[config.mk]
export PLATFORM = sky130hd
export DESIGN_NAME = dc_block_counter
export DESIGN_NICKNAME = d
export VERILOG_FILES = /design/src/hdl/dc_cfg_pkg.sv /design/src/hdl/dc_block_counter.sv
export VERILOG_INCLUDE_DIRS = /design/src /design/src/include
export SDC_FILE = /design/constraint.sdc
export NUM_CORES = 1
export LEC_CHECK = 0
export ABC_AREA = 1
export CORE_MARGIN = 2
export CORE_UTILIZATION = 60
export CTS_CLUSTER_DIAMETER = 50
export DETAILED_ROUTE_END_ITERATION = 6
export DONT_BUFFER_PORTS = 1
export PLACE_DENSITY = 0.88
export SLEW_MARGIN = 20
export SYNTH_ARGS = -nofsm -noshare
export SYNTH_HDL_FRONTEND = slang
export SYNTH_SLANG_ARGS = --single-unit
[constraint.sdc]
create_clock -name clk -period 1.81 [get_ports clk]
set_clock_uncertainty 0.1 [all_clocks]
set_input_delay 0 -clock clk [delete_from_list [all_inputs] [get_ports clk]]
set_output_delay 0 -clock clk [all_outputs]
set_load 0.03 [all_outputs]
[src/include/dc_est_defs.svh]
`ifndef DC_EST_DEFS_SVH
`define DC_EST_DEFS_SVH

//////////////////////////////
// data path widths
//////////////////////////////

// one I or Q value
`define DC_SAMPLE_W 16
// complex samples per input word
`define DC_LANES 4
// block accumulator
`define DC_ACC_W 40
// unsigned scale factor
`define DC_SCALE_W 17

//////////////////////////////
// scaling and pipeline
//////////////////////////////

// fraction bits of the scale product
`define DC_FRAC_SHIFT 16
// fixed normalisation
`define DC_NORM_SHIFT 8
// register stages in the multiplier
`define DC_MULT_DELAY 5

`endif

[src/hdl/dc_cfg_pkg.sv]
`include "dc_est_defs.svh"

package dc_cfg_pkg;

  // block geometry, each value is count minus one
  typedef logic [12:0] smp_cnt_t;
  typedef logic [9:0] chp_cnt_t;
  typedef logic [3:0] frm_cnt_t;

  // unsigned, 16 fraction bits
  typedef logic [`DC_SCALE_W-1:0] scale_t;

  // complex keeps I and Q apart, real folds all eight values
  typedef enum logic {
    MODE_COMPLEX = 1'b0,
    MODE_REAL    = 1'b1
  } mode_e;

endpackage

[src/hdl/dc_block_counter.sv]
`timescale 1ns/1ps

module dc_block_counter (
  input  logic                 clk,
  input  logic                 rst_n,
  input  logic                 i_valid,
  input  dc_cfg_pkg::smp_cnt_t i_smp_cnt,
  input  dc_cfg_pkg::chp_cnt_t i_chp_cnt,
  input  dc_cfg_pkg::frm_cnt_t i_frm_cnt,
  output logic                 o_last
);

  dc_cfg_pkg::smp_cnt_t smp_cnt;
  dc_cfg_pkg::chp_cnt_t chp_cnt;
  dc_cfg_pkg::frm_cnt_t frm_cnt;
  logic                 smp_end;
  logic                 chp_end;
  logic                 frm_end;

  assign smp_end = (smp_cnt == i_smp_cnt);
  assign chp_end = (chp_cnt == i_chp_cnt);
  assign frm_end = (frm_cnt == i_frm_cnt);

  // same cycle as the word it marks
  assign o_last = i_valid && smp_end && chp_end && frm_end;

  // sample -> chirp -> frame carry chain
  always_ff @(posedge clk or negedge rst_n) begin
    if (!rst_n) begin
      smp_cnt <= '0;
      chp_cnt <= '0;
      frm_cnt <= '0;
    end else if (i_valid) begin
      if (!smp_end) begin
        smp_cnt <= smp_cnt + 1'b1;
      end else begin
        smp_cnt <= '0;
        if (!chp_end) begin
          chp_cnt <= chp_cnt + 1'b1;
        end else begin
          chp_cnt <= '0;
          frm_cnt <= frm_end ? '0 : frm_cnt + 1'b1;
        end
      end
    end
  end

  // config stays fixed inside a block, so the count never runs past it
  a_smp_in_range : assert property (@(posedge clk) disable iff (!rst_n)
    smp_cnt <= i_smp_cnt);

endmodule

==> reports/metrics.yaml <==
status: "complete, but fails checks"
violations: "hold timing, setup timing"
path_clk_slew_ns: 0.14
worst_slack_ns: -0.0663
rows: 21
syn_avg_cell_area_um2: 6.40
critPathLaunchType: "flip-flop"
h-tree-depth: 1
yosysUniqueCellTypes: 27
post-synth-top-count-cell: "nand2_1"
antenna_found_initial: 0
r2r-end: "smp_cnt[2]"
crit_path_end: "o_last"
clk_latency_ns: 0.32
leakage_nw: 1.28
placedCellCount: 365
rsz0062_at_grt: "yes"
power.density_mw_per_mm2: 867
whs_ns: -0.346
grt_pass1_wl_um: 8070
fin_util_pct: 72.3
synth_common_cells: "113 x nand2_1, 44 x inv_1, 43 x nor2_1"
worst-path-max-fanout: 4
r2r_setup_slack_ns: -0.01
post-route-period-util_pct: 104
cts_root_buffer: "clkbuf_4"
die-area_mm2: 0.00389
wl_met3_um: 328
power.share.sequential_pct: 42.8
wirelength_um: 4970
top_layer_used: "met4"
rr_worst_depth: 6
worst_pin_slew_ns: 0.324
switchingPower_mw: 0.874
multi_input_area_mm2: 0.00123
required_ns: 1.71
min_period_ns: 1.88
drt-wirelength-per-cell_um: 12.9
ctsHoldBuffers: 8
syn_nets: 352
io_pins: 31
power_frac_comb_pct: 44.9
syn_area_mm2: 0.00204
grt_max_degree: 28
cp-startpoint: "smp_cnt[2]"
area_delta_synth_final_pct: 17.3
wl_met1_um: 2010
layout.cells.non_filler: 386
clock-sinks: 27
tritoncts: "done"
die_x_um: 62.3
fill_cells: 261
cp-end-kind: "output pin"
critPathArrivalTime_ns: 1.78
regArea_um2: 686
drt_iter0_drc: 175
antenna_cells: 0
initial_core_util_pct: 61.7
synth_edf_count: 0
r2r_start: "smp_cnt[0]"
die_height_um: 62.3
design.core.area_mm2: 0.00331
slew_viol_final: 0
clkPwrFrac_pct: 12.3
grt_usage_pct: 25.5
setup_viol: 2
dp_slack_ns: 0.0793
cts_max_path_buffers: 2
gr-total-overflow: 0
vias_per_cell: 5.29
cts_buffers: 3
gp_congestion: 0.862
finalHoldViolCount: 27
max-slew-margin-rel_pct: 78.2
p_sw_share_pct: 42.1
hpwl_um: 3280
portBuffers: 0
p_int_mw: 1.20
yosys.area.top_type: "dfrtp_1"
finalSetupTns_ns: -0.0721
hp-class: "in2reg"
async_reset_ff_share_pct: 100
synth_top_cell_area_share_pct: 33.1
yosysWarnings: 0
fin_nets: 374
ir_drop_mv: 0.458
drive_gt1_share_pct: 20.0
wl_met2_um: 2500
remaining_drc_errors: 0
num_vias: 2041
first_pass_iters: 4
drv_cap: 0
syn-instance-count: 319
drtAntennaViolNets: 0
yosysSeqAreaShare_pct: 33.1
yosys_register_bits: 27
grt_pass1_vias: 1907
yosys-top-cells-area: "dfrtp_1 33%, nand2_1 21%, inv_1 8.1%"
fmax_mhz: 533
crit_type: "reg2out"
synth-main-ff-cell: "dfrtp_1"
repair_timing:
item                       in CTS  in global routing
cloned                          0                  1
hold endpoints to repair       53                 27
pin swaps                       6                 16
resized for setup               3                 39
setup endpoints to repair       1                 19
setup buffers                   4                  6
how the worst min path moves through the flow:
stage          startpoint         end  slack [ns]  depth (start not counted)
2_1_floorplan       rst_n  chp_cnt[0]       -0.40                          0
3_3_place_gp        rst_n  chp_cnt[4]       -0.39                          0
3_5_place_dp        rst_n  chp_cnt[4]       -0.39                          0
4_1_cts           i_valid  smp_cnt[1]       -0.36                          1
5_1_grt           i_valid  smp_cnt[0]       -0.35                          1
6_report          i_valid  smp_cnt[0]       -0.35                          1
routing by layer:
metal	track usage, %	vias to the layer above
met3	3.08	15
met2	45.5	76
met1	32.3	938
met5	0	-
li1	-	1012
met4	8.06	0
cells by family after synthesis:
| group | Yosys count | share of synthesized area, % |
|---|---|---|
| xor+xnor | 23 | 9.87 |
| fa+ha+maj | 3 | 1.84 |
| compound gates | 14 | 3.92 |
| simple gates | 198 | 40.4 |
| flops | 27 | 33.1 |
| buf+inv | 54 | 10.9 |
power groups by stage:
stage                     Clock, mW  Sequential, mW  Combinational (mW)
after detailed placement          0           0.876               0.652
after floorplan                   0           0.843               0.537
final                         0.256           0.887               0.932
after global routing          0.284           0.907                1.06
after CTS                     0.268           0.854               0.762
after global placement            0           0.872               0.631
worst max-delay path, stage by stage, from the launching register on:
cell     delay, ns
dfrtp_1       0.46
inv_2         0.08
nand2_1       0.08
nand2_1       0.07
nor2_1        0.16
nand3_1       0.14
nor2_4        0.13
nand3_2       0.11
nor2_2        0.10
buf_6         0.13
sequential cells by signal (all words and copies together) (netlist names):
name and flops:
smp_cnt 13, chp_cnt 10, frm_cnt 4
layout by cell type (no fill, tap or decap), drive strengths merged:
cell / instances
nand4: 5
o21ai: 10
xor2: 17
ha: 3
a21boi: 1
nand3: 23
nand2: 116
dlygate4sd3: 4
buf: 17
clkinv: 1
nor2b: 1
nor3: 5
inv: 49
xnor2: 6
dfrtp: 27
nand3b: 1
clkbuf: 3
a21oi: 3
nor2: 47
or2: 1
cell type report:
class	count	share of cell area, %
multi-input cells	239	51.3
flip-flops and latches	27	28.6
repair buffers	21	8.52
inverters	49	7.99
well taps	46	2.40
clock buffers	3	0.940
clock inverters	1	0.209
metrics by stage:
stage          power, mW  area, µm²
2_1_floorplan       1.38       2040
3_3_place_gp        1.50       2100
3_5_place_dp        1.53       2100
4_1_cts             1.88       2260
5_1_grt             2.25       2390
6_report            2.08       2390
No activity file was read; power rests on OpenSTA's default activity.
