## config.mk

```make
export PLATFORM = sky130hd
export DESIGN_NAME = dc_accumulator_flat
export DESIGN_NICKNAME = d
export VERILOG_FILES = /design/src/hdl/dc_data_pkg.sv /design/src/hdl/dc_sum_if.sv /design/src/hdl/dc_accumulator.sv /design/src/flat_wrapper.sv
export VERILOG_INCLUDE_DIRS = /design/src /design/src/include
export SDC_FILE = /design/constraint.sdc
export NUM_CORES = 1
export LEC_CHECK = 0
export ABC_AREA = 1
export BUFFER_PORTS_ARGS = -buffer_cell sky130_fd_sc_hd__buf_2
export CORE_MARGIN = 4
export CORE_UTILIZATION = 47
export CTS_CLUSTER_DIAMETER = 120
export DETAILED_ROUTE_END_ITERATION = 12
export PLACE_DENSITY = 0.77
export SYNTH_ARGS = -nofsm -noshare
export SYNTH_HDL_FRONTEND = slang
export SYNTH_SLANG_ARGS = --single-unit
```

## constraint.sdc

```tcl
create_clock -name clk -period 5.48 [get_ports clk]
set_input_delay 0.548 -clock clk [delete_from_list [all_inputs] [get_ports clk]]
set_output_delay 0.548 -clock clk [all_outputs]
set_load 0.01 [all_outputs]
```

## src/include/dc_est_defs.svh

```systemverilog
`ifndef DC_EST_DEFS_SVH
`define DC_EST_DEFS_SVH

//////////////////////////////
// data path widths
//////////////////////////////

// one I or Q value
`define DC_SAMPLE_W 16
// complex samples per input word
`define DC_LANES 4
// block accumulator
`define DC_ACC_W 40
// unsigned scale factor
`define DC_SCALE_W 17

//////////////////////////////
// scaling and pipeline
//////////////////////////////

// fraction bits of the scale product
`define DC_FRAC_SHIFT 16
// fixed normalisation
`define DC_NORM_SHIFT 8
// register stages in the multiplier
`define DC_MULT_DELAY 5

`endif

```

## src/hdl/dc_data_pkg.sv

```systemverilog
`include "dc_est_defs.svh"

package dc_data_pkg;

  // four lanes of {Q, I}, I in the low half of each lane
  typedef logic [2*`DC_LANES*`DC_SAMPLE_W-1:0] word_t;

  // one signed I or Q value
  typedef logic signed [`DC_SAMPLE_W-1:0] sample_t;

  // up to eight values added, three bits of growth
  typedef logic signed [`DC_SAMPLE_W+2:0] lane_sum_t;

  // running and final block totals
  typedef logic signed [`DC_ACC_W-1:0] acc_t;

  // packed output word
  typedef logic [2*`DC_SAMPLE_W-1:0] result_t;

endpackage

```

## src/hdl/dc_sum_if.sv

```systemverilog
`timescale 1ns/1ps

// reduced sums of one input word, adder to accumulator
interface dc_sum_if;

  logic                   valid;
  // final word of a block, only together with valid
  logic                   last;
  // real mode puts the whole total here
  dc_data_pkg::lane_sum_t sum_i;
  // zero in real mode
  dc_data_pkg::lane_sum_t sum_q;

  modport src (
    output valid,
    output last,
    output sum_i,
    output sum_q
  );

  modport dst (
    input valid,
    input last,
    input sum_i,
    input sum_q
  );

endinterface

```

## src/hdl/dc_accumulator.sv

```systemverilog
`timescale 1ns/1ps

module dc_accumulator (
  input  logic              clk,
  input  logic              rst_n,
  dc_sum_if.dst             sum,
  output dc_data_pkg::acc_t o_tot_i,
  output dc_data_pkg::acc_t o_tot_q,
  output logic              o_done
);

  dc_data_pkg::acc_t acc_i;
  dc_data_pkg::acc_t acc_q;
  dc_data_pkg::acc_t next_i;
  dc_data_pkg::acc_t next_q;
  logic              blk_end;

  // sign extension through the signed cast
  assign next_i  = acc_i + dc_data_pkg::acc_t'(sum.sum_i);
  assign next_q  = acc_q + dc_data_pkg::acc_t'(sum.sum_q);
  assign blk_end = sum.valid && sum.last;

  //////////////////////////////
  // running totals
  //////////////////////////////

  // restart at zero on the final word, the next block may follow at once
  always_ff @(posedge clk or negedge rst_n) begin
    if (!rst_n) begin
      acc_i  <= '0;
      acc_q  <= '0;
      o_done <= 1'b0;
    end else begin
      o_done <= blk_end;
      if (blk_end) begin
        acc_i <= '0;
        acc_q <= '0;
      end else if (sum.valid) begin
        acc_i <= next_i;
        acc_q <= next_q;
      end
    end
  end

  // final totals, held until the next done
  always_ff @(posedge clk) begin
    if (blk_end) begin
      o_tot_i <= next_i;
      o_tot_q <= next_q;
    end
  end

  // the adder only marks words it has accepted
  a_last_with_valid : assert property (@(posedge clk) disable iff (!rst_n)
    sum.last |-> sum.valid);

endmodule

```

## src/flat_wrapper.sv

```systemverilog
// flat-port wrapper written by rule: the top's interface ports become plain ports
module dc_accumulator_flat 
  (clk, rst_n, o_tot_i, o_tot_q, o_done, sum_valid, sum_last, sum_sum_i, sum_sum_q);
  dc_sum_if sum_i ();
  input  logic clk;
  input  logic rst_n;
  output dc_data_pkg::acc_t o_tot_i;
  output dc_data_pkg::acc_t o_tot_q;
  output logic o_done;
  input wire logic [$bits(sum_i.valid)-1:0] sum_valid;
  input wire logic [$bits(sum_i.last)-1:0] sum_last;
  input wire logic [$bits(sum_i.sum_i)-1:0] sum_sum_i;
  input wire logic [$bits(sum_i.sum_q)-1:0] sum_sum_q;
  assign sum_i.valid = sum_valid;
  assign sum_i.last = sum_last;
  assign sum_i.sum_i = sum_sum_i;
  assign sum_i.sum_q = sum_sum_q;
  dc_accumulator u_core (.clk(clk), .rst_n(rst_n), .sum(sum_i), .o_tot_i(o_tot_i), .o_tot_q(o_tot_q), .o_done(o_done));
endmodule
```

==> metrics.md <==
| Metric | Value |
|---|---|
| Mapped Cells | 1655 |
| CTS buffer count | 17 |
| CTS Sinks | 161 |
| Port bufs | 122 |
| Critical Path Fanout Max | 4 |
| Post-synth ARST share | 0.5031 |
| CP required | 5.67 ns |
| Hold WC Path Type | in2async |
| I/O Pins | 123 |
| Cts hold-fix bufs | 0 |
| Leakage power | 7.267 nW |
| Outcome | complete, no violations |
| Drt first pass iters | 6 |
| Max Buffers Root-to-Sink | 2 |
| RSZ-0062 raised after global routing | no |
| CTS tree | yes |
| Distinct cells, synth | 33 |
| GRT Overall Usage | 0.2323 |
| Fin. max-slew vios | 0 |
| # diodes | 0 |
| Ys flop type | dfrtp_1 |
| Overflow after GRT | 0 |
| Total power | 6.152 mW |
| Fin crit period | 2.471 ns |
| Clock transition at path regs | 0.07 ns |
| Fin Clk Skew | 0.01320 ns |
| Final ANT Viol Nets | 0 |
| CP arrival | 2.66 ns |
| Top cell type by total area after synthesis | edfxtp_1 |
| Synth area leaders | edfxtp_1 (21%), nand2_1 (20%), dfrtp_1 (17%) |
| Top cell type's share of synthesized area | 0.2067 |
| First-pass GRT wire length | 50690 um |
| DR vias | 10778 |
| Die ar. | 27310 um2 |
| Vias in the first global route | 10374 |
| Rel. slew slack | 0.3577 |
| Final core utilization | 0.5428 |
| Uppermost layer routed | met4 |
| Storage element area | 4429 um2 |
| Filler cells | 2317 |
| Gpl congestion | 1.040 |
| Crit path kind | reg2reg |
| Max cap viols | 0 |
| Iter 0 DRT Violations | 873 |
| Final Hold Fails | 0 |
| Proportion of layout cells with a drive suffix above 1 | 0.1162 |
| Syn_nets | 1777 |
| Die Ht | 165.3 um |
| Syn Area/Cell | 7.023 um2 |
| Total wire length | 31120 um |
| Core Area | 24320 um2 |
| DR WL met3 | 1841 um |
| Met2 WL | 13770 um |
| Detailed-route DRC error count | 0 |
| Largest net degree at the start of global routing | 82 |
| Horiz. Die Dim | 165.3 um |
| Initial core utilization | 0.4780 |
| VDD IR max | 0.0002371 V |
| Area of the multi-input gates | 6103 um2 |
| Routed wire per std cell | 14.66 um |
| Final setup violation count | 0 |
| Worst-Margin Slew | 0.9634 ns |
| DP HPWL | 23520 um |
| Setup_tns | 0 ns |
| H-tree levels | 4 |
| Crit. End Element | register |
| Clk Latency, worst-skew pair | 0.44 ns |
| Critical path launch point type | register |
| Wl on met1 | 14710 um |
| Top-count cell post-synth | nand2_1 |
| Top post-synthesis cells by count | nand2_1 (617), inv_1 (274), nor2_1 (136) |
| Vias/cell | 5.079 |
| Synth Cell Area | 11620 um2 |
| CTS root buffer | clkbuf_16 |
| Final #Nets | 1907 |
| Cts repair resizes | 0 |
| #FFs+latches synth | 161 |
| Fin crit share | 0.4510 |
| Post-synth EDFFs | 80 |
| Max Fclk | 404.7 MHz |
| Yosys warnings | 0 |
| Site Rows | 57 |
| Initial antenna violation count | 0 |
| Synth-to-layout area growth | 13.57% |
| Post-CTS setup buffer count | 0 |
| PD cells | 466.0 nW/um2 |
| Seq/Total Area, Yosys | 0.3811 |
## flip-flops by register name, summed over array words and instances (netlist names)
signal          flops
u_core.o_tot_q     40
u_core.o_done       1
u_core.o_tot_i     40
u_core.acc_q       40
u_core.acc_i       40
## final cells by class
cell class / count / share of cell area
timing repair buffer: 126 / 0.04872
clock inverter: 15 / 0.01213
sequential: 161 / 0.3355
inverter: 275 / 0.07838
tap: 324 / 0.03071
clock buffer: 17 / 0.03222
multi-input combinational: 1204 / 0.4623
## worst paths after layout
path	startpoint	endpoint	slack, ns	depth (start not counted)
setup reg to reg	u_core.acc_i[0]$_DFFE_PN0P_	u_core.o_tot_i[38]$_DFFE_PP_	3.01	11
setup / recovery	u_core.acc_i[0]$_DFFE_PN0P_	u_core.o_tot_i[38]$_DFFE_PP_	3.01	11
min in group clk	sum_sum_i[0]	u_core.o_tot_i[0]$_DFFE_PP_	0.44	2
max in group asynchronous	rst_n	u_core.acc_q[29]$_DFFE_PN0P_	4.36	2
hold / removal	rst_n	u_core.acc_i[0]$_DFFE_PN0P_	0.04	1
hold reg to reg	u_core.acc_q[34]$_DFFE_PN0P_	u_core.acc_q[34]$_DFFE_PN0P_	0.48	2
## through the flow
step	worst slack (ns)	cells	area, um2	hold slack [ns]
floorplan	2.900	1655	11620	0.2524
global placement	2.703	2090	12620	0.4662
detailed placement	2.718	2090	12620	0.4705
CTS	3.022	2122	13200	0.04516
global route	2.848	2122	13200	0.06416
finish	3.009	2122	13200	0.03664
## logic make-up (layout without fill, tap and decap cells)
| kind of cell | Yosys count | in the layout | share of synthesized area |
|---|---|---|---|
| xor gates and xnor gates | 34 | 34 | 0.02562 |
| buffers and inverters | 290 | 433 | 0.09429 |
| adders and majority gates | 80 | 80 | 0.08741 |
| and+or+nand+nor | 954 | 954 | 0.3483 |
| DFF | 161 | 161 | 0.3811 |
| AOI/OAI and AO/OA | 136 | 136 | 0.06329 |
## cell usage in the layout, fill, tap and decap left out, drive strengths merged, types with 10 or more instances in the layout
cell type	count
o21ai	56
ha	78
nor2	143
xnor2	26
inv	276
nor3	10
edfxtp	80
dfrtp	81
nand3	102
and2	38
buf	126
clkbuf	17
nand2	635
or2	14
a21oi	64
## report_power, final
part,leakage [nW],switching (mW),total (mW),internal (mW)
clock,0.274,0.542,1.22,0.677
combinational,5.19,1.97,3.05,1.08
sequential,1.80,0.169,1.89,1.72
total,7.27,2.68,6.15,3.47
## critical path, stage by stage (launching register included)
cell and delay (ns):
dfrtp_1 0.39, ha_1 0.25, fa_1 0.46, nand3_1 0.11, nand3_2 0.13, nand2_1 0.09, nand2_1 0.14, nand2_1 0.11
nand3_2 0.13, nand2_1 0.15, nand3_1 0.10, and2_1 0.17
## metal layers
layer  vias to the layer above  GRT usage
met2                       343     0.3706
li1                       5427          -
met5                         -          0
met3                        58    0.03326
met1                      4950     0.3249
met4                         0    0.07940
Power figures use the tool's default switching activity.
