`config.mk`:
```
export PLATFORM = sky130hd
export DESIGN_NAME = dc_scaler
export DESIGN_NICKNAME = d
export VERILOG_FILES = /design/src/hdl/dc_data_pkg.sv /design/src/hdl/dc_cfg_pkg.sv /design/src/hdl/dc_pipe_mult.sv /design/src/hdl/dc_scaler.sv
export VERILOG_INCLUDE_DIRS = /design/src /design/src/include
export SDC_FILE = /design/constraint.sdc
export NUM_CORES = 2
export LEC_CHECK = 0
export BUFFER_PORTS_ARGS = -buffer_cell sky130_fd_sc_hd__buf_2
export CORE_MARGIN = 5
export CORE_UTILIZATION = 32
export DETAILED_ROUTE_END_ITERATION = 8
export HOLD_SLACK_MARGIN = 0.03
export PLACE_DENSITY_LB_ADDON = 0.08
export SYNTH_ARGS = -nofsm -noshare
export SYNTH_HDL_FRONTEND = slang
export SYNTH_HIERARCHICAL = 1
export SYNTH_SLANG_ARGS = --single-unit
export TNS_END_PERCENT = 100
```
`constraint.sdc`:
```
create_clock -name clk -period 1.15 [get_ports clk]
set_input_delay 0.115 -clock clk [delete_from_list [all_inputs] [get_ports clk]]
set_output_delay 0.115 -clock clk [all_outputs]
set_load 0.02 [all_outputs]
```
`src/include/dc_est_defs.svh`:
```
`ifndef DC_EST_DEFS_SVH
`define DC_EST_DEFS_SVH

//////////////////////////////
// data path widths
//////////////////////////////

// one I or Q value
`define DC_SAMPLE_W 16
// complex samples per input word
`define DC_LANES 4
// block accumulator
`define DC_ACC_W 40
// unsigned scale factor
`define DC_SCALE_W 17

//////////////////////////////
// scaling and pipeline
//////////////////////////////

// fraction bits of the scale product
`define DC_FRAC_SHIFT 16
// fixed normalisation
`define DC_NORM_SHIFT 8
// register stages in the multiplier
`define DC_MULT_DELAY 5

`endif

```
`src/hdl/dc_data_pkg.sv`:
```
`include "dc_est_defs.svh"

package dc_data_pkg;

  // four lanes of {Q, I}, I in the low half of each lane
  typedef logic [2*`DC_LANES*`DC_SAMPLE_W-1:0] word_t;

  // one signed I or Q value
  typedef logic signed [`DC_SAMPLE_W-1:0] sample_t;

  // up to eight values added, three bits of growth
  typedef logic signed [`DC_SAMPLE_W+2:0] lane_sum_t;

  // running and final block totals
  typedef logic signed [`DC_ACC_W-1:0] acc_t;

  // packed output word
  typedef logic [2*`DC_SAMPLE_W-1:0] result_t;

endpackage

```
`src/hdl/dc_cfg_pkg.sv`:
```
`include "dc_est_defs.svh"

package dc_cfg_pkg;

  // block geometry, each value is count minus one
  typedef logic [12:0] smp_cnt_t;
  typedef logic [9:0] chp_cnt_t;
  typedef logic [3:0] frm_cnt_t;

  // unsigned, 16 fraction bits
  typedef logic [`DC_SCALE_W-1:0] scale_t;

  // complex keeps I and Q apart, real folds all eight values
  typedef enum logic {
    MODE_COMPLEX = 1'b0,
    MODE_REAL    = 1'b1
  } mode_e;

endpackage

```
`src/hdl/dc_pipe_mult.sv`:
```
`timescale 1ns/1ps
`include "dc_est_defs.svh"

module dc_pipe_mult #(
  parameter int DELAY = `DC_MULT_DELAY
) (
  input  logic                                       clk,
  input  logic                                       rst_n,
  input  dc_data_pkg::acc_t                          i_a,
  input  dc_cfg_pkg::scale_t                         i_b,
  output logic signed [`DC_ACC_W+`DC_SCALE_W-1:0]    o_p
);

  localparam int PROD_W = `DC_ACC_W + `DC_SCALE_W;

  logic signed [PROD_W-1:0] prod;
  logic signed [PROD_W-1:0] stage [DELAY];

  // zero-extend the scale so it multiplies as a positive value
  assign prod = i_a * $signed({1'b0, i_b});

  // retiming stages for the multiplier
  always_ff @(posedge clk or negedge rst_n) begin
    if (!rst_n) begin
      for (int k = 0; k < DELAY; k++) begin
        stage[k] <= '0;
      end
    end else begin
      stage[0] <= prod;
      for (int k = 1; k < DELAY; k++) begin
        stage[k] <= stage[k-1];
      end
    end
  end

  assign o_p = stage[DELAY-1];

endmodule

```
`src/hdl/dc_scaler.sv`:
```
`timescale 1ns/1ps
`include "dc_est_defs.svh"

module dc_scaler (
  input  logic                 clk,
  input  logic                 rst_n,
  input  dc_data_pkg::acc_t    i_tot_i,
  input  dc_data_pkg::acc_t    i_tot_q,
  input  logic                 i_done,
  input  dc_cfg_pkg::scale_t   i_scale,
  input  dc_cfg_pkg::mode_e    i_mode,
  output dc_data_pkg::result_t o_result,
  output logic                 o_valid
);

  localparam int PROD_W = `DC_ACC_W + `DC_SCALE_W;
  localparam int SHIFT  = `DC_FRAC_SHIFT + `DC_NORM_SHIFT;
  localparam int RES_W  = $bits(dc_data_pkg::result_t);
  localparam int HALF_W = RES_W / 2;

  logic signed [PROD_W-1:0]  prod_i;
  logic signed [PROD_W-1:0]  prod_q;
  logic signed [PROD_W-1:0]  scl_i;
  logic signed [PROD_W-1:0]  scl_q;
  logic [`DC_MULT_DELAY-1:0] done_dly;
  dc_cfg_pkg::mode_e         mode_dly [`DC_MULT_DELAY];

  dc_pipe_mult #(.DELAY(`DC_MULT_DELAY)) u_mult_i (
    .clk   (clk),
    .rst_n (rst_n),
    .i_a   (i_tot_i),
    .i_b   (i_scale),
    .o_p   (prod_i)
  );

  dc_pipe_mult #(.DELAY(`DC_MULT_DELAY)) u_mult_q (
    .clk   (clk),
    .rst_n (rst_n),
    .i_a   (i_tot_q),
    .i_b   (i_scale),
    .o_p   (prod_q)
  );

  // done and the block's mode ride along with the products
  always_ff @(posedge clk or negedge rst_n) begin
    if (!rst_n) begin
      done_dly <= '0;
    end else begin
      done_dly[0] <= i_done;
      for (int k = 1; k < `DC_MULT_DELAY; k++) begin
        done_dly[k] <= done_dly[k-1];
      end
    end
  end

  always_ff @(posedge clk) begin
    mode_dly[0] <= i_mode;
    for (int k = 1; k < `DC_MULT_DELAY; k++) begin
      mode_dly[k] <= mode_dly[k-1];
    end
  end

  // drop fraction and normalise, sign kept in both modes
  assign scl_i = prod_i >>> SHIFT;
  assign scl_q = prod_q >>> SHIFT;

  //////////////////////////////
  // output packing
  //////////////////////////////

  always_ff @(posedge clk or negedge rst_n) begin
    if (!rst_n) begin
      o_valid  <= 1'b0;
      o_result <= '0;
    end else begin
      o_valid <= done_dly[`DC_MULT_DELAY-1];
      if (done_dly[`DC_MULT_DELAY-1]) begin
        if (mode_dly[`DC_MULT_DELAY-1] == dc_cfg_pkg::MODE_REAL) begin
          o_result <= scl_i[RES_W-1:0];
        end else begin
          // Q high, I low, each as sign plus 15 bits
          o_result <= {scl_q[PROD_W-1], scl_q[HALF_W-2:0],
                       scl_i[PROD_W-1], scl_i[HALF_W-2:0]};
        end
      end
    end
  end

  a_done_to_valid : assert property (@(posedge clk) disable iff (!rst_n)
    i_done |-> ##(`DC_MULT_DELAY + 1) o_valid);

  a_valid_from_done : assert property (@(posedge clk) disable iff (!rst_n)
    o_valid |-> $past(i_done, `DC_MULT_DELAY + 1));

endmodule

```
==> flow_summary.yaml <==
sta:
  hold_viol_final: 0
  setup_ws_ns: -4.446
  worstMarginPinSlew_ns: 0.5325
  timing.fmax_ghz: 0.1787
  min_period_over_period_pct: 486.6
  period_minus_slack_ns: 5.596
  rsz0062_at_grt: "true"
  slew_viol_final: 0
  slew_headroom_pct: 64.50
  finalClockSkew_ns: 0.01573
  setup_viol: 82
finish:
  finalNonFillerCells: 8337
  syn2layout_area_growth_pct: 23.08
  nets: 7759
  final_common_cell: "inv_1"
  final_cell_mix: "inv_1 (1424), fa_1 (1230), nand2_1 (830)"
  drive_gt1_share_pct: 20.43
  fillers: 16590
logic_synthesis:
  postSynthCellCount: 5512
  yosysWarnings: 6
  syn-cell-area_um2: 52980
  synthesis.nets: 7147
  synth.avg_cell_area_um2: 9.611
drt:
  wl_mm: 158.7
  antenna_left: 0
  drt_pass1_iterations: 6
  via_per_inst: 4.411
  num_vias: 36780
  wl_per_cell_um: 19.04
  drc: 0
  drtIter0Drc: 1525
worst_setup_path:
  endpoint_kind: "flip-flop"
  critPathKind: "in -> reg"
  r2r_slack_ns: 0.09
  path_max_fanout: 5
  crit_required_ns: 1.60
  r2r_end: "o_result[3]$_DFFE_PN0P_"
  crit_arrival_ns: 6.04
  r2r_cells: 2
  rr_startpoint: "done_dly[4]$_DFF_PN0_"
  cp-start-kind: "primary input"
die:
  rows: 149
  coreArea_um2: 164800
  die_area_um2: 173800
  ios: 134
  start_util_pct: 32.15
  die_w_um: 416.9
  die_h_um: 416.9
clocking:
  clk_path_buf_depth: 3
  clock_latency_ns: 0.55
  cts_tree: "yes"
  numClockSinks: 288
  cts_buffers: 30
  root_buffer: "clkbuf_16"
  cts_htree_levels: 1
  cts.clk_slew.worst_paths_ns: 0.06
worst_hold_path:
  hp-class: "in -> async"
outcome:
  status: "finished with violations"
  violations: "setup timing"
placement:
  io_buffer_count: 133
  place_inst: 8212
  routabilityCongestion: 0.8068
  dp_hpwl_mm: 130.3
global_route:
  track_usage_pct: 18.56
  grt_pass1_vias: 41790
  antenna_found_initial: 14
  grt_max_degree: 70
  grt_pass1_wl_mm: 250.1
  grt_overflow: 0
run:
  maxCapViolations: 0
## through the flow
step / TNS, ns / hold slack, ns / utilization, % / setup slack [ns] / instance area (µm²)
2_1_floorplan: -195.72 / -0.1806 / - / -4.394 / 53620
5_1_grt: -213.19 / 0.1610 / 39.56 / -4.619 / 65200
3_3_place_gp: -248.69 / -0.05940 / 37.25 / -5.468 / 61390
6_report: -204.31 / 0.1452 / 39.57 / -4.446 / 65210
3_5_place_dp: -248.09 / -0.06095 / 37.25 / -5.429 / 61390
4_1_cts: -205.86 / 0.1192 / 38.75 / -4.451 / 63850
## cell type report
class	instances	area (µm²)	share of cell area [%]
antenna	4	10.01	0.01535
multi-input combinational	3455	40480	62.08
sequential	288	7184	11.02
clock inverter	10	190.2	0.2917
tap	2189	2739	4.200
clock buffer	42	835.8	1.282
timing repair buffer	878	8249	12.65
inverter	1471	5522	8.468
## critical path, stage by stage
cell and delay, ns:
buf_16 0.13, buf_16 0.15, buf_6 0.14, and2_4 0.13, fa_1 0.50, inv_2 0.04
fa_2 0.55, fa_1 0.43, inv_2 0.08, fa_2 0.44, fa_1 0.51, inv_1 0.05
fa_2 0.52, inv_2 0.05, ha_4 0.28, and4_4 0.21, and3b_2 0.23, o311ai_4 0.10
nand3_2 0.15, a221oi_4 0.11, o211ai_1 0.24, nand4_1 0.21, buf_4 0.19, a2111o_1 0.37
o311ai_2 0.07
## sequential cells by signal (all words and copies together), names as in the netlist
register        flops
u_mult_q/stage     64
u_mult_i/stage    132
mode_dly            5
done_dly            5
o_valid             1
o_result           32
u_mult_q/o_p       16
u_mult_i/o_p       33
## routing by layer
layer | wire length, µm | track usage, % | part of all wire (%) | up-vias
li1 | - | - | - | 16820
met1 | 74420 | 26.61 | 47 | 19340
met2 | 77460 | 31.85 | 49 | 516
met3 | 4643 | 1.347 | 2.9 | 98
met4 | 2199 | 2.255 | 1.4 | 2
met5 | 12 | 0 | 0.0076 | -
## timing repair
action / CTS / global route
cloned: 12 / 6
hold buffers: 4 / 0
setup endpoints to repair: 87 / 89
gates resized for setup: 201 / 265
pin swaps: 62 / 127
setup buffers: 24 / 30
hold endpoints to repair: 285 / 0
## worst max-delay path by stage
stage | startpoint | to | slack, ns | cells after the start
floorplan | i_scale[6] | u_mult_i/stage[277]$_DFF_PN0_ | -4.39 | 23
global placement | i_scale[3] | u_mult_i/stage[282]$_DFF_PN0_ | -5.47 | 23
detailed placement | i_scale[3] | u_mult_i/stage[282]$_DFF_PN0_ | -5.43 | 23
CTS | i_scale[5] | u_mult_i/stage[271]$_DFF_PN0_ | -4.45 | 24
global route | i_scale[5] | u_mult_i/stage[281]$_DFF_PN0_ | -4.62 | 25
finish | i_scale[5] | u_mult_i/stage[281]$_DFF_PN0_ | -4.45 | 25
Power is left out: the tool's default activity adds up to more than one toggle a clock period on the data nets, which glitch-free logic cannot reach.
