### src/include/dc_est_defs.svh
`ifndef DC_EST_DEFS_SVH
`define DC_EST_DEFS_SVH

//////////////////////////////
// data path widths
//////////////////////////////

// one I or Q value
`define DC_SAMPLE_W 16
// complex samples per input word
`define DC_LANES 4
// block accumulator
`define DC_ACC_W 40
// unsigned scale factor
`define DC_SCALE_W 17

//////////////////////////////
// scaling and pipeline
//////////////////////////////

// fraction bits of the scale product
`define DC_FRAC_SHIFT 16
// fixed normalisation
`define DC_NORM_SHIFT 8
// register stages in the multiplier
`define DC_MULT_DELAY 5

`endif

### src/hdl/dc_data_pkg.sv
`include "dc_est_defs.svh"

package dc_data_pkg;

  // four lanes of {Q, I}, I in the low half of each lane
  typedef logic [2*`DC_LANES*`DC_SAMPLE_W-1:0] word_t;

  // one signed I or Q value
  typedef logic signed [`DC_SAMPLE_W-1:0] sample_t;

  // up to eight values added, three bits of growth
  typedef logic signed [`DC_SAMPLE_W+2:0] lane_sum_t;

  // running and final block totals
  typedef logic signed [`DC_ACC_W-1:0] acc_t;

  // packed output word
  typedef logic [2*`DC_SAMPLE_W-1:0] result_t;

endpackage

### src/hdl/dc_cfg_pkg.sv
`include "dc_est_defs.svh"

package dc_cfg_pkg;

  // block geometry, each value is count minus one
  typedef logic [12:0] smp_cnt_t;
  typedef logic [9:0] chp_cnt_t;
  typedef logic [3:0] frm_cnt_t;

  // unsigned, 16 fraction bits
  typedef logic [`DC_SCALE_W-1:0] scale_t;

  // complex keeps I and Q apart, real folds all eight values
  typedef enum logic {
    MODE_COMPLEX = 1'b0,
    MODE_REAL    = 1'b1
  } mode_e;

endpackage

### src/hdl/dc_sum_if.sv
`timescale 1ns/1ps

// reduced sums of one input word, adder to accumulator
interface dc_sum_if;

  logic                   valid;
  // final word of a block, only together with valid
  logic                   last;
  // real mode puts the whole total here
  dc_data_pkg::lane_sum_t sum_i;
  // zero in real mode
  dc_data_pkg::lane_sum_t sum_q;

  modport src (
    output valid,
    output last,
    output sum_i,
    output sum_q
  );

  modport dst (
    input valid,
    input last,
    input sum_i,
    input sum_q
  );

endinterface

### src/hdl/dc_lane_adder.sv
`timescale 1ns/1ps
`include "dc_est_defs.svh"

module dc_lane_adder (
  input  logic               clk,
  input  logic               rst_n,
  input  dc_data_pkg::word_t i_data,
  input  logic               i_valid,
  input  logic               i_last,
  input  dc_cfg_pkg::mode_e  i_mode,
  dc_sum_if.src              sum
);

  localparam int HALF   = `DC_LANES / 2;
  localparam int PAIR_W = `DC_SAMPLE_W + 1;

  logic signed [PAIR_W-1:0] pair_i [HALF];
  logic signed [PAIR_W-1:0] pair_q [HALF];
  logic                     s1_valid;
  logic                     s1_last;
  dc_cfg_pkg::mode_e        s1_mode;
  dc_data_pkg::lane_sum_t   tot_i;
  dc_data_pkg::lane_sum_t   tot_q;

  // lane k holds I at 32k and Q right above it
  function automatic dc_data_pkg::sample_t get_val(input dc_data_pkg::word_t w,
                                                   input int k, input bit q);
    return w[(2*k + int'(q))*`DC_SAMPLE_W +: `DC_SAMPLE_W];
  endfunction

  //////////////////////////////
  // stage 1: lane pairs
  //////////////////////////////

  // lanes 0+2 and 1+3; mode travels with the word
  always_ff @(posedge clk) begin
    for (int j = 0; j < HALF; j++) begin
      pair_i[j] <= PAIR_W'(get_val(i_data, j, 1'b0)) + PAIR_W'(get_val(i_data, j + HALF, 1'b0));
      pair_q[j] <= PAIR_W'(get_val(i_data, j, 1'b1)) + PAIR_W'(get_val(i_data, j + HALF, 1'b1));
    end
    s1_mode <= i_mode;
  end

  //////////////////////////////
  // stage 2: word totals
  //////////////////////////////

  always_comb begin
    tot_i = '0;
    tot_q = '0;
    for (int j = 0; j < HALF; j++) begin
      tot_i = tot_i + dc_data_pkg::lane_sum_t'(pair_i[j]);
      tot_q = tot_q + dc_data_pkg::lane_sum_t'(pair_q[j]);
    end
  end

  always_ff @(posedge clk) begin
    if (s1_mode == dc_cfg_pkg::MODE_REAL) begin
      sum.sum_i <= tot_i + tot_q;
      sum.sum_q <= '0;
    end else begin
      sum.sum_i <= tot_i;
      sum.sum_q <= tot_q;
    end
  end

  // strobes follow the data through both stages
  always_ff @(posedge clk or negedge rst_n) begin
    if (!rst_n) begin
      s1_valid  <= 1'b0;
      s1_last   <= 1'b0;
      sum.valid <= 1'b0;
      sum.last  <= 1'b0;
    end else begin
      s1_valid  <= i_valid;
      s1_last   <= i_valid && i_last;
      sum.valid <= s1_valid;
      sum.last  <= s1_last;
    end
  end

endmodule

### src/flat_wrapper.sv
// flat-port wrapper written by rule: the top's interface ports become plain ports
module dc_lane_adder_flat 
  (clk, rst_n, i_data, i_valid, i_last, i_mode, sum_valid, sum_last, sum_sum_i, sum_sum_q);
  dc_sum_if sum_i ();
  input  logic clk;
  input  logic rst_n;
  input  dc_data_pkg::word_t i_data;
  input  logic i_valid;
  input  logic i_last;
  input  dc_cfg_pkg::mode_e i_mode;
  output wire logic [$bits(sum_i.valid)-1:0] sum_valid;
  output wire logic [$bits(sum_i.last)-1:0] sum_last;
  output wire logic [$bits(sum_i.sum_i)-1:0] sum_sum_i;
  output wire logic [$bits(sum_i.sum_q)-1:0] sum_sum_q;
  assign sum_valid = sum_i.valid;
  assign sum_last = sum_i.last;
  assign sum_sum_i = sum_i.sum_i;
  assign sum_sum_q = sum_i.sum_q;
  dc_lane_adder u_core (.clk(clk), .rst_n(rst_n), .i_data(i_data), .i_valid(i_valid), .i_last(i_last), .i_mode(i_mode), .sum(sum_i));
endmodule
### config.mk
export PLATFORM = sky130hd
export DESIGN_NAME = dc_lane_adder_flat
export DESIGN_NICKNAME = d
export VERILOG_FILES = /design/src/hdl/dc_data_pkg.sv /design/src/hdl/dc_cfg_pkg.sv /design/src/hdl/dc_sum_if.sv /design/src/hdl/dc_lane_adder.sv /design/src/flat_wrapper.sv
export VERILOG_INCLUDE_DIRS = /design/src /design/src/include
export SDC_FILE = /design/constraint.sdc
export NUM_CORES = 1
export LEC_CHECK = 0
export BUFFER_PORTS_ARGS = -buffer_cell sky130_fd_sc_hd__buf_2
export CAP_MARGIN = 0
export CORE_MARGIN = 2
export CORE_UTILIZATION = 55
export CTS_BUF_LIST = sky130_fd_sc_hd__clkbuf_4
export DETAILED_ROUTE_END_ITERATION = 7
export GPL_TIMING_DRIVEN = 0
export PLACE_DENSITY_LB_ADDON = 0.3
export SLEW_MARGIN = 10
export SYNTH_ARGS = -nofsm -noshare
export SYNTH_HDL_FRONTEND = slang
export SYNTH_SLANG_ARGS = --single-unit
export TNS_END_PERCENT = 5
### constraint.sdc
create_clock -name clk -period 7.3 [get_ports clk]
set_input_delay 0.365 -clock clk [delete_from_list [all_inputs] [get_ports clk]]
set_output_delay 0.365 -clock clk [all_outputs]
set_load 0.01 [all_outputs]
==> results of run 1 <==
critical path: stages (launching register included):
cell       delay (ns)
dfxtp_1          0.33
ha_1             0.24
fa_1             0.43
a211oi_1         0.26
nor2_1           0.12
o21a_1           0.18
nor2_1           0.11
xnor2_1          0.20
ha_1             0.35
a2111oi_0        0.44
o21ai_1          0.18
a221o_1          0.36
a31o_1           0.27
maj3_2           0.35
a311oi_1         0.44
nand4b_1         0.15
o211ai_1         0.13
sequential cells by signal, summed over array words and instances, names as in the netlist:
register	flops
u_core.s1_last	1
u_core.sum.sum_i	19
u_core.pair_i	34
u_core.sum.last	1
u_core.sum.sum_q	18
u_core.sum.valid	1
u_core.s1_valid	1
u_core.s1_mode	1
u_core.pair_q	34
power by group through the flow:
stage	Clock [mW]	Sequential, mW	Combinational [mW]
after floorplan	0	0.893	1.78
after global placement	0	0.851	2.30
after detailed placement	0	0.856	2.35
after CTS	0.343	0.841	2.37
after global routing	0.367	0.853	2.66
final	0.332	0.838	2.38
path summary, 6_finish.rpt:
kind                                           from              endpoint  slack [ns]  cells past startpoint
min in group asynchronous                     rst_n      u_core.sum.valid        0.22                      2
worst max-delay path            u_core.pair_i[0][0]  u_core.sum.sum_i[15]        2.70                     16
max in group asynchronous                     rst_n       u_core.sum.last        6.97                      2
worst min register to register      u_core.s1_valid      u_core.sum.valid        0.37                      0
worst min-delay path                         i_last        u_core.s1_last        0.12                      2
worst max register to register  u_core.pair_i[0][0]  u_core.sum.sum_i[15]        2.70                     16
cells in the final DEF (no fill, tap or decap), types with 6 or more instances in the layout:
| master | Yosys | final |
|---|---|---|
| dfxtp_1 | 106 | 106 |
| nand3_1 | 19 | 19 |
| clkbuf_4 | 0 | 12 |
| fa_1 | 7 | 7 |
| o21bai_1 | 9 | 9 |
| nand3b_1 | 6 | 6 |
| xor2_1 | 18 | 18 |
| o211ai_1 | 8 | 8 |
| o21ai_0 | 22 | 22 |
| and2_1 | 16 | 16 |
| inv_1 | 49 | 49 |
| nand2_1 | 50 | 50 |
| a31oi_1 | 8 | 8 |
| nand2b_1 | 14 | 14 |
| ha_1 | 115 | 115 |
| buf_2 | 1 | 173 |
| or3_1 | 8 | 8 |
| xnor2_1 | 65 | 65 |
| a21oi_1 | 64 | 64 |
| o21ai_1 | 23 | 23 |
| nor2b_1 | 16 | 16 |
| and3_1 | 10 | 10 |
| o21a_1 | 10 | 10 |
| nor2_1 | 54 | 54 |
| a21o_1 | 19 | 19 |
| nor3_1 | 27 | 27 |
| a2111oi_0 | 9 | 9 |
| a211oi_1 | 7 | 7 |
logic make-up after synthesis:
logic type,after synthesis
AND/OR/NAND/NOR,239
AO/OA/AOI/OAI,227
adder cells (fa/ha/maj),124
flip-flops,110
XOR/XNOR,85
buffers and inverters,58
multiplexers,7
stage by stage:
| step | worst slack, ns | utilization |
|---|---|---|
| 6_report | 2.70 | 0.649 |
| 5_1_grt | 2.26 | 0.649 |
| 4_1_cts | 2.77 | 0.649 |
| 3_5_place_dp | 2.85 | 0.634 |
| 3_3_place_gp | 2.85 | 0.634 |
| 2_1_floorplan | 3.35 | - |
area by class of cell:
cell class,count,area [um^2]
buffer,9,38.8
clock buffer,12,90.1
clock inverter,4,72.6
fill,1217,4820
inverter,49,184
multi-input combinational,682,5170
sequential,110,2220
tap,180,225
timing repair buffer,175,891
per-layer routing:
layer	vias up	share of wire
li1	3457	-
met1	2941	0.48
met2	151	0.46
met3	15	0.050
met4	0	0.015
met5	-	0
==> run metrics, run 1 <==
area share of and/or/nand/nor cells after synthesis 0.159; final cycle utilization of the critical path 0.630; top fanout value on the critical path 5; horizontal extent of the die 122 um; Leakage Power 4.26 nW; Worst Path Arrival 4.99 ns; reported net switching power 1.53 mW; Post-Place Cell Area 8700 um^2; cell count after synthesis 850; Max-Slew Margin vs Limit 0.478; average wire per cell in the routed design 13.1 um; shortest clock period the worst path allows after layout 4.60 ns; average footprint of a synthesized cell 8.96 um^2; number of cells after detailed placement 1202; number of enable flip-flop cells after synthesis 0; category of the worst setup path capture point flop; Clock Skews 0.0217 ns; TritonCTS clock tree done; Reg clk slew, reported paths 0.14 ns; via count of the first global-routing pass 5845; GR Layer Usage met1 0.295; Core Region 13700 um^2; pin count of the biggest net entering global routing 18; estimated wirelength of the detail-placed design 13300 um; # port buffers 172; Final setup violation count 0; Num CTS Buffers 9; Clock power frac 0.093; Top-Level Pins 173; sequential share of power 0.236; Async S/R FF share, synth 0.0364; synthesized net count 1105; wire length of the first global-routing pass 26300 um; Total Die Area 14800 um^2; global-route track usage on met2 0.364; switching share of total power 0.432; Post-Syn Area 7620 um^2; total number of nets in the final design 1291; via count of the routed design 6564; register area share after synthesis 0.292; proportion of layout cells with a drive suffix above 1 0.207; logic gate share of total power 0.671; power per standard cell area 399 nW/um^2; final design area excluding fillers 8900 um^2; number of inserted diodes 0; smallest hold slack 0.116 ns; met3 capacity usage during global routing 0.0393; kind of critical path reg -> reg; Critical Path Start Type flop; DRC violations left 0; proportion of synthesized area in mux cells 0.0100; Maximum Capacitance Violations 0; routability congestion estimate from global placement 0.855; fmax 0.217 GHz; y dimension of the die 122 um; sinks on the clock net 110; top cell type by total area after synthesis dfxtp_1; outcome completed; most frequent cell after synthesis ha_1; aggregate routed wire length 16000 um; top cells by instance count after synthesis ha_1, dfxtp_1, xnor2_1; Post-CTS Hold Buffers 3; number of instances resized during post-cts repair 0; GR Util All Layers 0.219; WP data required 7.69 ns; overall power after layout 3.55 mW; Synthesis Warnings 0; dominant combinational cell family by area after synthesis adder cells; routed via count divided by cell count 5.38; CTS root buffer clkbuf_4; number of antenna violations at the first check in global routing 0; top cells by area, synth dfxtp_1, ha_1, xnor2_1; xor and xnor area share after synthesis 0.0997; final cell count without fillers 1221; final total negative setup slack 0 ns; Internal Pwr Total 2.02 mW; class of the most critical hold timing path in -> reg; number of iterations in the first detailed-routing pass 5; adder and majority gate portion of the synthesized area 0.210; register bit count reported by yosys 110; aggregate global routing overflow 0; effective utilization at floorplan 0.555; RSZ-0062 raised after global routing no; number of standard-cell rows in the floorplan 43; number of design-rule violations left by the first detailed-router iteration 297; actual transition at the worst max-transition pin 0.763 ns; most crowded layer after global routing met2; Most used DFF post-synth dfxtp_1; Post CTS Setup Buffer Count 0; Yosys cell types 70; Clock Latency Late Sink 0.46 ns; H-tree Lvls 3; final hold violations 0; synthesized-area fraction occupied by ao, oa, aoi and oai cells 0.200; Area growth, synth to finish 16.8%; worst ir drop on vdd 0.000223 V; Final Max Tran Viols 0; number of routed nets with antenna violations 0; top cell type's share of synthesized area 0.279; buffers from clock root to sink, at most 2
Note: power is estimated with default switching activity, not from simulation.
==> run 2: changes to the inputs <==
==> constraint.sdc (replaced) <==
create_clock -name clk -period 4.78 [get_ports clk]
set_input_delay 0.239 -clock clk [delete_from_list [all_inputs] [get_ports clk]]
set_output_delay 0.239 -clock clk [all_outputs]
set_load 0.01 [all_outputs]
==> run metrics, run 2 (synthesis results as in run 1) <==
commonest cells after routing, fill and taps aside buf_2, ha_1, dfxtp_1; buffers from clock root to sink, at most 2 (unchanged); Clock Latency Late Sink 0.46 ns (about the same); category of the worst setup path capture point flop; estimated wirelength of the detail-placed design 13300 um (unchanged); Area growth, synth to finish 18.1%; number of routed nets with antenna violations 0 (unchanged); final hold violations 0 (unchanged); RSZ-0062 raised after global routing no; horizontal extent of the die 122 um (unchanged); routability congestion estimate from global placement 0.855 (unchanged); fmax 0.226 GHz (+3.8%); Worst Path Arrival 4.82 ns (-0.17 ns); y dimension of the die 122 um (unchanged); most common cell after layout, fill and taps aside buf_2; worst setup timing slack at the placement stage 0.325 ns (-2.52 ns); class of the most critical hold timing path in -> async; WP data required 5.16 ns (-2.53 ns); GR Util All Layers 0.220 (+0.000397); total number of nets in the final design 1300 (+0.70%); average wire per cell in the routed design 13.1 um (-0.29%); routed via count divided by cell count 5.38 (about the same); TritonCTS clock tree done; outcome completed; power per standard cell area 608 nW/um^2 (+52%); kind of critical path reg -> reg; via count of the routed design 6614 (+0.76%); Final setup violation count 0 (unchanged); Max-Slew Margin vs Limit 0.479 (+0.00156); number of standard-cell rows in the floorplan 43 (unchanged); Num CTS Buffers 9 (unchanged); wire length of the first global-routing pass 26400 um (+0.26%); Critical Path Start Type flop; Maximum Capacitance Violations 0 (unchanged); number of iterations in the first detailed-routing pass 5 (unchanged); Final Max Tran Viols 0 (unchanged); Reg clk slew, reported paths 0.14 ns (about the same); Core Region 13700 um^2 (unchanged); final worst setup slack 0.347 ns (-2.35 ns); aggregate global routing overflow 0 (unchanged); Post-Place Cell Area 8700 um^2 (unchanged); footprint of the flip-flops and latches 2220 um^2 (unchanged); H-tree Lvls 3 (unchanged); number of antenna violations at the first check in global routing 0 (unchanged); via count of the first global-routing pass 5882 (+0.63%); effective utilization at floorplan 0.555 (unchanged); proportion of layout cells with a drive suffix above 1 0.207 (about the same); Clock Skews 0.0213 ns (-0.000435 ns); number of design-rule violations left by the first detailed-router iteration 285 (-4.0%); # port buffers 172 (unchanged); Leakage Power 4.30 nW (+0.94%); pin count of the biggest net entering global routing 18 (unchanged); final design area excluding fillers 9000 um^2 (+1.2%); registers with the most flip-flops u_core.pair_i x34, u_core.pair_q x34, u_core.sum.sum_i x19; total area of multi-input combinational cells 5190 um^2 (+0.24%); final cycle utilization of the critical path 0.927 (+0.297); smallest hold slack 0.0953 ns (-0.0205 ns); number of inserted diodes 0 (unchanged); top fanout value on the critical path 5 (unchanged); actual transition at the worst max-transition pin 0.761 ns (-0.00228 ns); sinks on the clock net 110 (unchanged); aggregate routed wire length 16100 um (+0.44%); CTS root buffer clkbuf_4; overall power after layout 5.48 mW (+54%); worst ir drop on vdd 0.000340 V (+52%); DRC violations left 0 (unchanged); final total negative setup slack 0 ns (unchanged); shortest clock period the worst path allows after layout 4.43 ns (-0.167 ns); total of fill cells in the finished design 1207 (-0.82%); Top-Level Pins 173 (unchanged); Total Die Area 14800 um^2 (unchanged)
==> run 2: timing repair <==
item | CTS | global route
endpoints found under the setup margin | 0 | 3
hold endpoints to repair | 11 | 0
buffers inserted | 0 | 0
resized for setup | 0 | 3
hold buffers | 12 | 0
==> run 2: path summary, 6_finish.rpt <==
path	start	endpoint	slack, ns	depth (start not counted)
worst max-delay path	u_core.pair_i[0][0]	u_core.sum.sum_i[15]	0.35	16
worst min-delay path	rst_n	u_core.sum.valid	0.1	2
worst max register to register	u_core.pair_i[0][0]	u_core.sum.sum_i[15]	0.35	16
worst min register to register	u_core.s1_valid	u_core.sum.valid	0.37	0
max in group asynchronous	rst_n	u_core.sum.last	4.57	2
min in group clk	i_data[114]	u_core.pair_q[0][19]	0.11	3
==> run 2: cell type report <==
type	count	area share
flip-flops and latches	110	0.247
well taps	180	0.0250
repair buffers	184	0.109
multi-input cells	682	0.576
plain buffers	9	0.00431
inverters	49	0.0204
clock inverters	4	0.00806
clock buffers	12	0.0100
==> run 2: through the flow <==
step | cells | util
2_1_floorplan | 850 | -
3_5_place_dp | 1202 | 0.634
5_1_grt | 1230 | 0.656
6_report | 1230 | 0.656
4_1_cts | 1230 | 0.655
3_3_place_gp | 1202 | 0.634
==> run 2: critical path, stage by stage (launching register included) <==
cell and delay (ns):
dfxtp_1 0.33, ha_1 0.24, fa_1 0.43, a211oi_1 0.26
nor2_1 0.12, o21a_1 0.18, nor2_1 0.11, xnor2_1 0.20
ha_1 0.36, a2111oi_2 0.38, o21ai_1 0.16, a221o_1 0.36
a31o_1 0.26, maj3_2 0.35, a311oi_2 0.36, nand4b_1 0.14
o211ai_1 0.13
==> run 2: metal layers <==
metal,vias to the layer above,share of wire,track usage
met3,13,0.056,0.0393
li1,3471,-,-
met2,165,0.46,0.366
met5,-,0,0
met4,0,0.015,0.0589
met1,2965,0.47,0.295
==> run 2: where the power goes <==
group | internal, mW | switching (mW) | leakage, nW
clock | 0.230 | 0.277 | 0.0875
combinational | 1.68 | 2.01 | 3.27
sequential | 1.20 | 0.0802 | 0.941
==> run 3: changes to the inputs <==
--- a/config.mk
+++ b/config.mk
@@ -14,6 +14,7 @@
 export DETAILED_ROUTE_END_ITERATION = 7
 export GPL_TIMING_DRIVEN = 0
 export PLACE_DENSITY_LB_ADDON = 0.3
+export RECOVER_POWER = 50
 export SLEW_MARGIN = 10
 export SYNTH_ARGS = -nofsm -noshare
 export SYNTH_HDL_FRONTEND = slang
==> run metrics, run 3 (synthesis results as in run 1) <==
routed via count divided by cell count 5.37 (-0.17%); RSZ-0062 raised after global routing no; via count of the routed design 6603 (-0.17%); shortest clock period the worst path allows after layout 4.45 ns (+0.0150 ns); Total Die Area 14800 um^2 (unchanged); Max-Slew Margin vs Limit 0.478 (-0.00156); horizontal extent of the die 122 um (unchanged); GR Layer Usage met1 0.295 (unchanged); Num CTS Buffers 9 (unchanged); overall power after layout 5.45 mW (-0.42%); worst ir drop on vdd 0.000342 V (+0.42%); Post-Place Cell Area 8700 um^2 (unchanged); most crowded layer after global routing met2; number of routed nets with antenna violations 0 (unchanged); final design area excluding fillers 8940 um^2 (-0.64%); wire length of the first global-routing pass 26400 um (unchanged); kind of critical path reg -> reg; Reg clk slew, reported paths 0.14 ns (about the same); y dimension of the die 122 um (unchanged); proportion of layout cells with a drive suffix above 1 0.166 (-0.0410); worst setup timing slack at the placement stage 0.325 ns (unchanged); Area growth, synth to finish 17.4%; number of design-rule violations left by the first detailed-router iteration 321 (+13%); sinks on the clock net 110 (unchanged); number of iterations in the first detailed-routing pass 5 (unchanged); Critical Path Start Type flop; outcome completed; buffers from clock root to sink, at most 2 (unchanged); Final setup violation count 0 (unchanged); global-route track usage on met2 0.366 (unchanged); TritonCTS clock tree done; # port buffers 172 (unchanged); number of antenna violations at the first check in global routing 0 (unchanged); number of cells after detailed placement 1202 (unchanged); effective utilization at floorplan 0.555 (unchanged); Maximum Capacitance Violations 0 (unchanged); Clock Skews 0.0216 ns (+0.000301 ns); pin count of the biggest net entering global routing 18 (unchanged); Leakage Power 4.16 nW (-3.2%); DRC violations left 0 (unchanged); final worst setup slack 0.332 ns (-0.0150 ns); category of the worst setup path capture point flop; commonest cells after routing, fill and taps aside buf_2, ha_1, dfxtp_1; Worst Path Arrival 4.84 ns (+0.02 ns); top fanout value on the critical path 5 (unchanged); routability congestion estimate from global placement 0.855 (unchanged); via count of the first global-routing pass 5882 (unchanged); number of standard-cell rows in the floorplan 43 (unchanged); register-to-register setup slack 0.33 ns (-0.02 ns); core occupancy in the finished layout 0.652 (-0.00420); actual transition at the worst max-transition pin 0.763 ns (+0.00227 ns); final total negative setup slack 0 ns (unchanged); GR Util All Layers 0.220 (unchanged); met3 capacity usage during global routing 0.0393 (unchanged); estimated wirelength of the detail-placed design 13300 um (unchanged); final cycle utilization of the critical path 0.931 (+0.00314); Clock Latency Late Sink 0.46 ns (about the same); Top-Level Pins 173 (unchanged); average wire per cell in the routed design 13.2 um (+0.75%); WP data required 5.17 ns (about the same); final cell count without fillers 1230 (unchanged); H-tree Lvls 3 (unchanged); fmax 0.225 GHz (-0.34%); Core Region 13700 um^2 (unchanged); aggregate global routing overflow 0 (unchanged); most common cell after layout, fill and taps aside buf_2; number of inserted diodes 0 (unchanged); final hold violations 0 (unchanged); total number of nets in the final design 1300 (unchanged); power per standard cell area 610 nW/um^2 (+0.22%); smallest hold slack 0.112 ns (+0.0167 ns); Final Max Tran Viols 0 (unchanged); aggregate routed wire length 16200 um (+0.75%); class of the most critical hold timing path in -> reg; registers with the most flip-flops u_core.pair_i x34, u_core.pair_q x34, u_core.sum.sum_i x19; CTS root buffer clkbuf_4; Post CTS Setup Buffer Count 0 (unchanged)
[run 3: final timing paths]
kind                                     start  cells past startpoint              endpoint
setup / recovery           u_core.pair_i[0][0]                     16  u_core.sum.sum_i[15]
setup reg to reg           u_core.pair_i[0][0]                     16  u_core.sum.sum_i[15]
hold / removal                     i_data[114]                      3  u_core.pair_q[0][19]
hold reg to reg                u_core.s1_valid                      0      u_core.sum.valid
min in group asynchronous                rst_n                      2      u_core.sum.valid
max in group asynchronous                rst_n                      2       u_core.sum.last
[run 3: report_power, final]
group	total (mW)	internal [mW]	switching [mW]
combinational	3.66	1.64	2.02
sequential	1.29	1.20	0.0857
clock	0.508	0.230	0.278
total	5.45	3.07	2.38
[run 3: routing by layer]
metal	vias to the layer above	wire length (um)
met3	17	716
met5	-	0
met4	0	241
met2	150	7430
li1	3471	-
met1	2965	7820
[run 3: area by class of cell]
type                       count  area (um^2)
tap                          180          225
buffer                         9         38.8
inverter                      49          184
multi-input combinational    682         5180
fill                        1239         4780
sequential                   110         2220
clock buffer                  12         90.1
timing repair buffer         184          928
clock inverter                 4         72.6
[run 3: timing repair]
item	in CTS	in global routing
gates resized for setup	0	3
endpoints found under the setup margin	0	3
hold endpoints to repair	11	0
hold buffers	12	0
[run 3: worst max-delay path, stage by stage (launching register included)]
cell	delay (ns)
dfxtp_1	0.33
ha_1	0.24
fa_1	0.43
a211oi_1	0.26
nor2_1	0.12
o21a_1	0.18
nor2_1	0.11
xnor2_1	0.20
ha_1	0.36
a2111oi_2	0.39
o21ai_1	0.16
a221o_1	0.36
a31o_1	0.26
maj3_2	0.35
a311oi_2	0.35
nand4b_1	0.14
o211ai_1	0.13
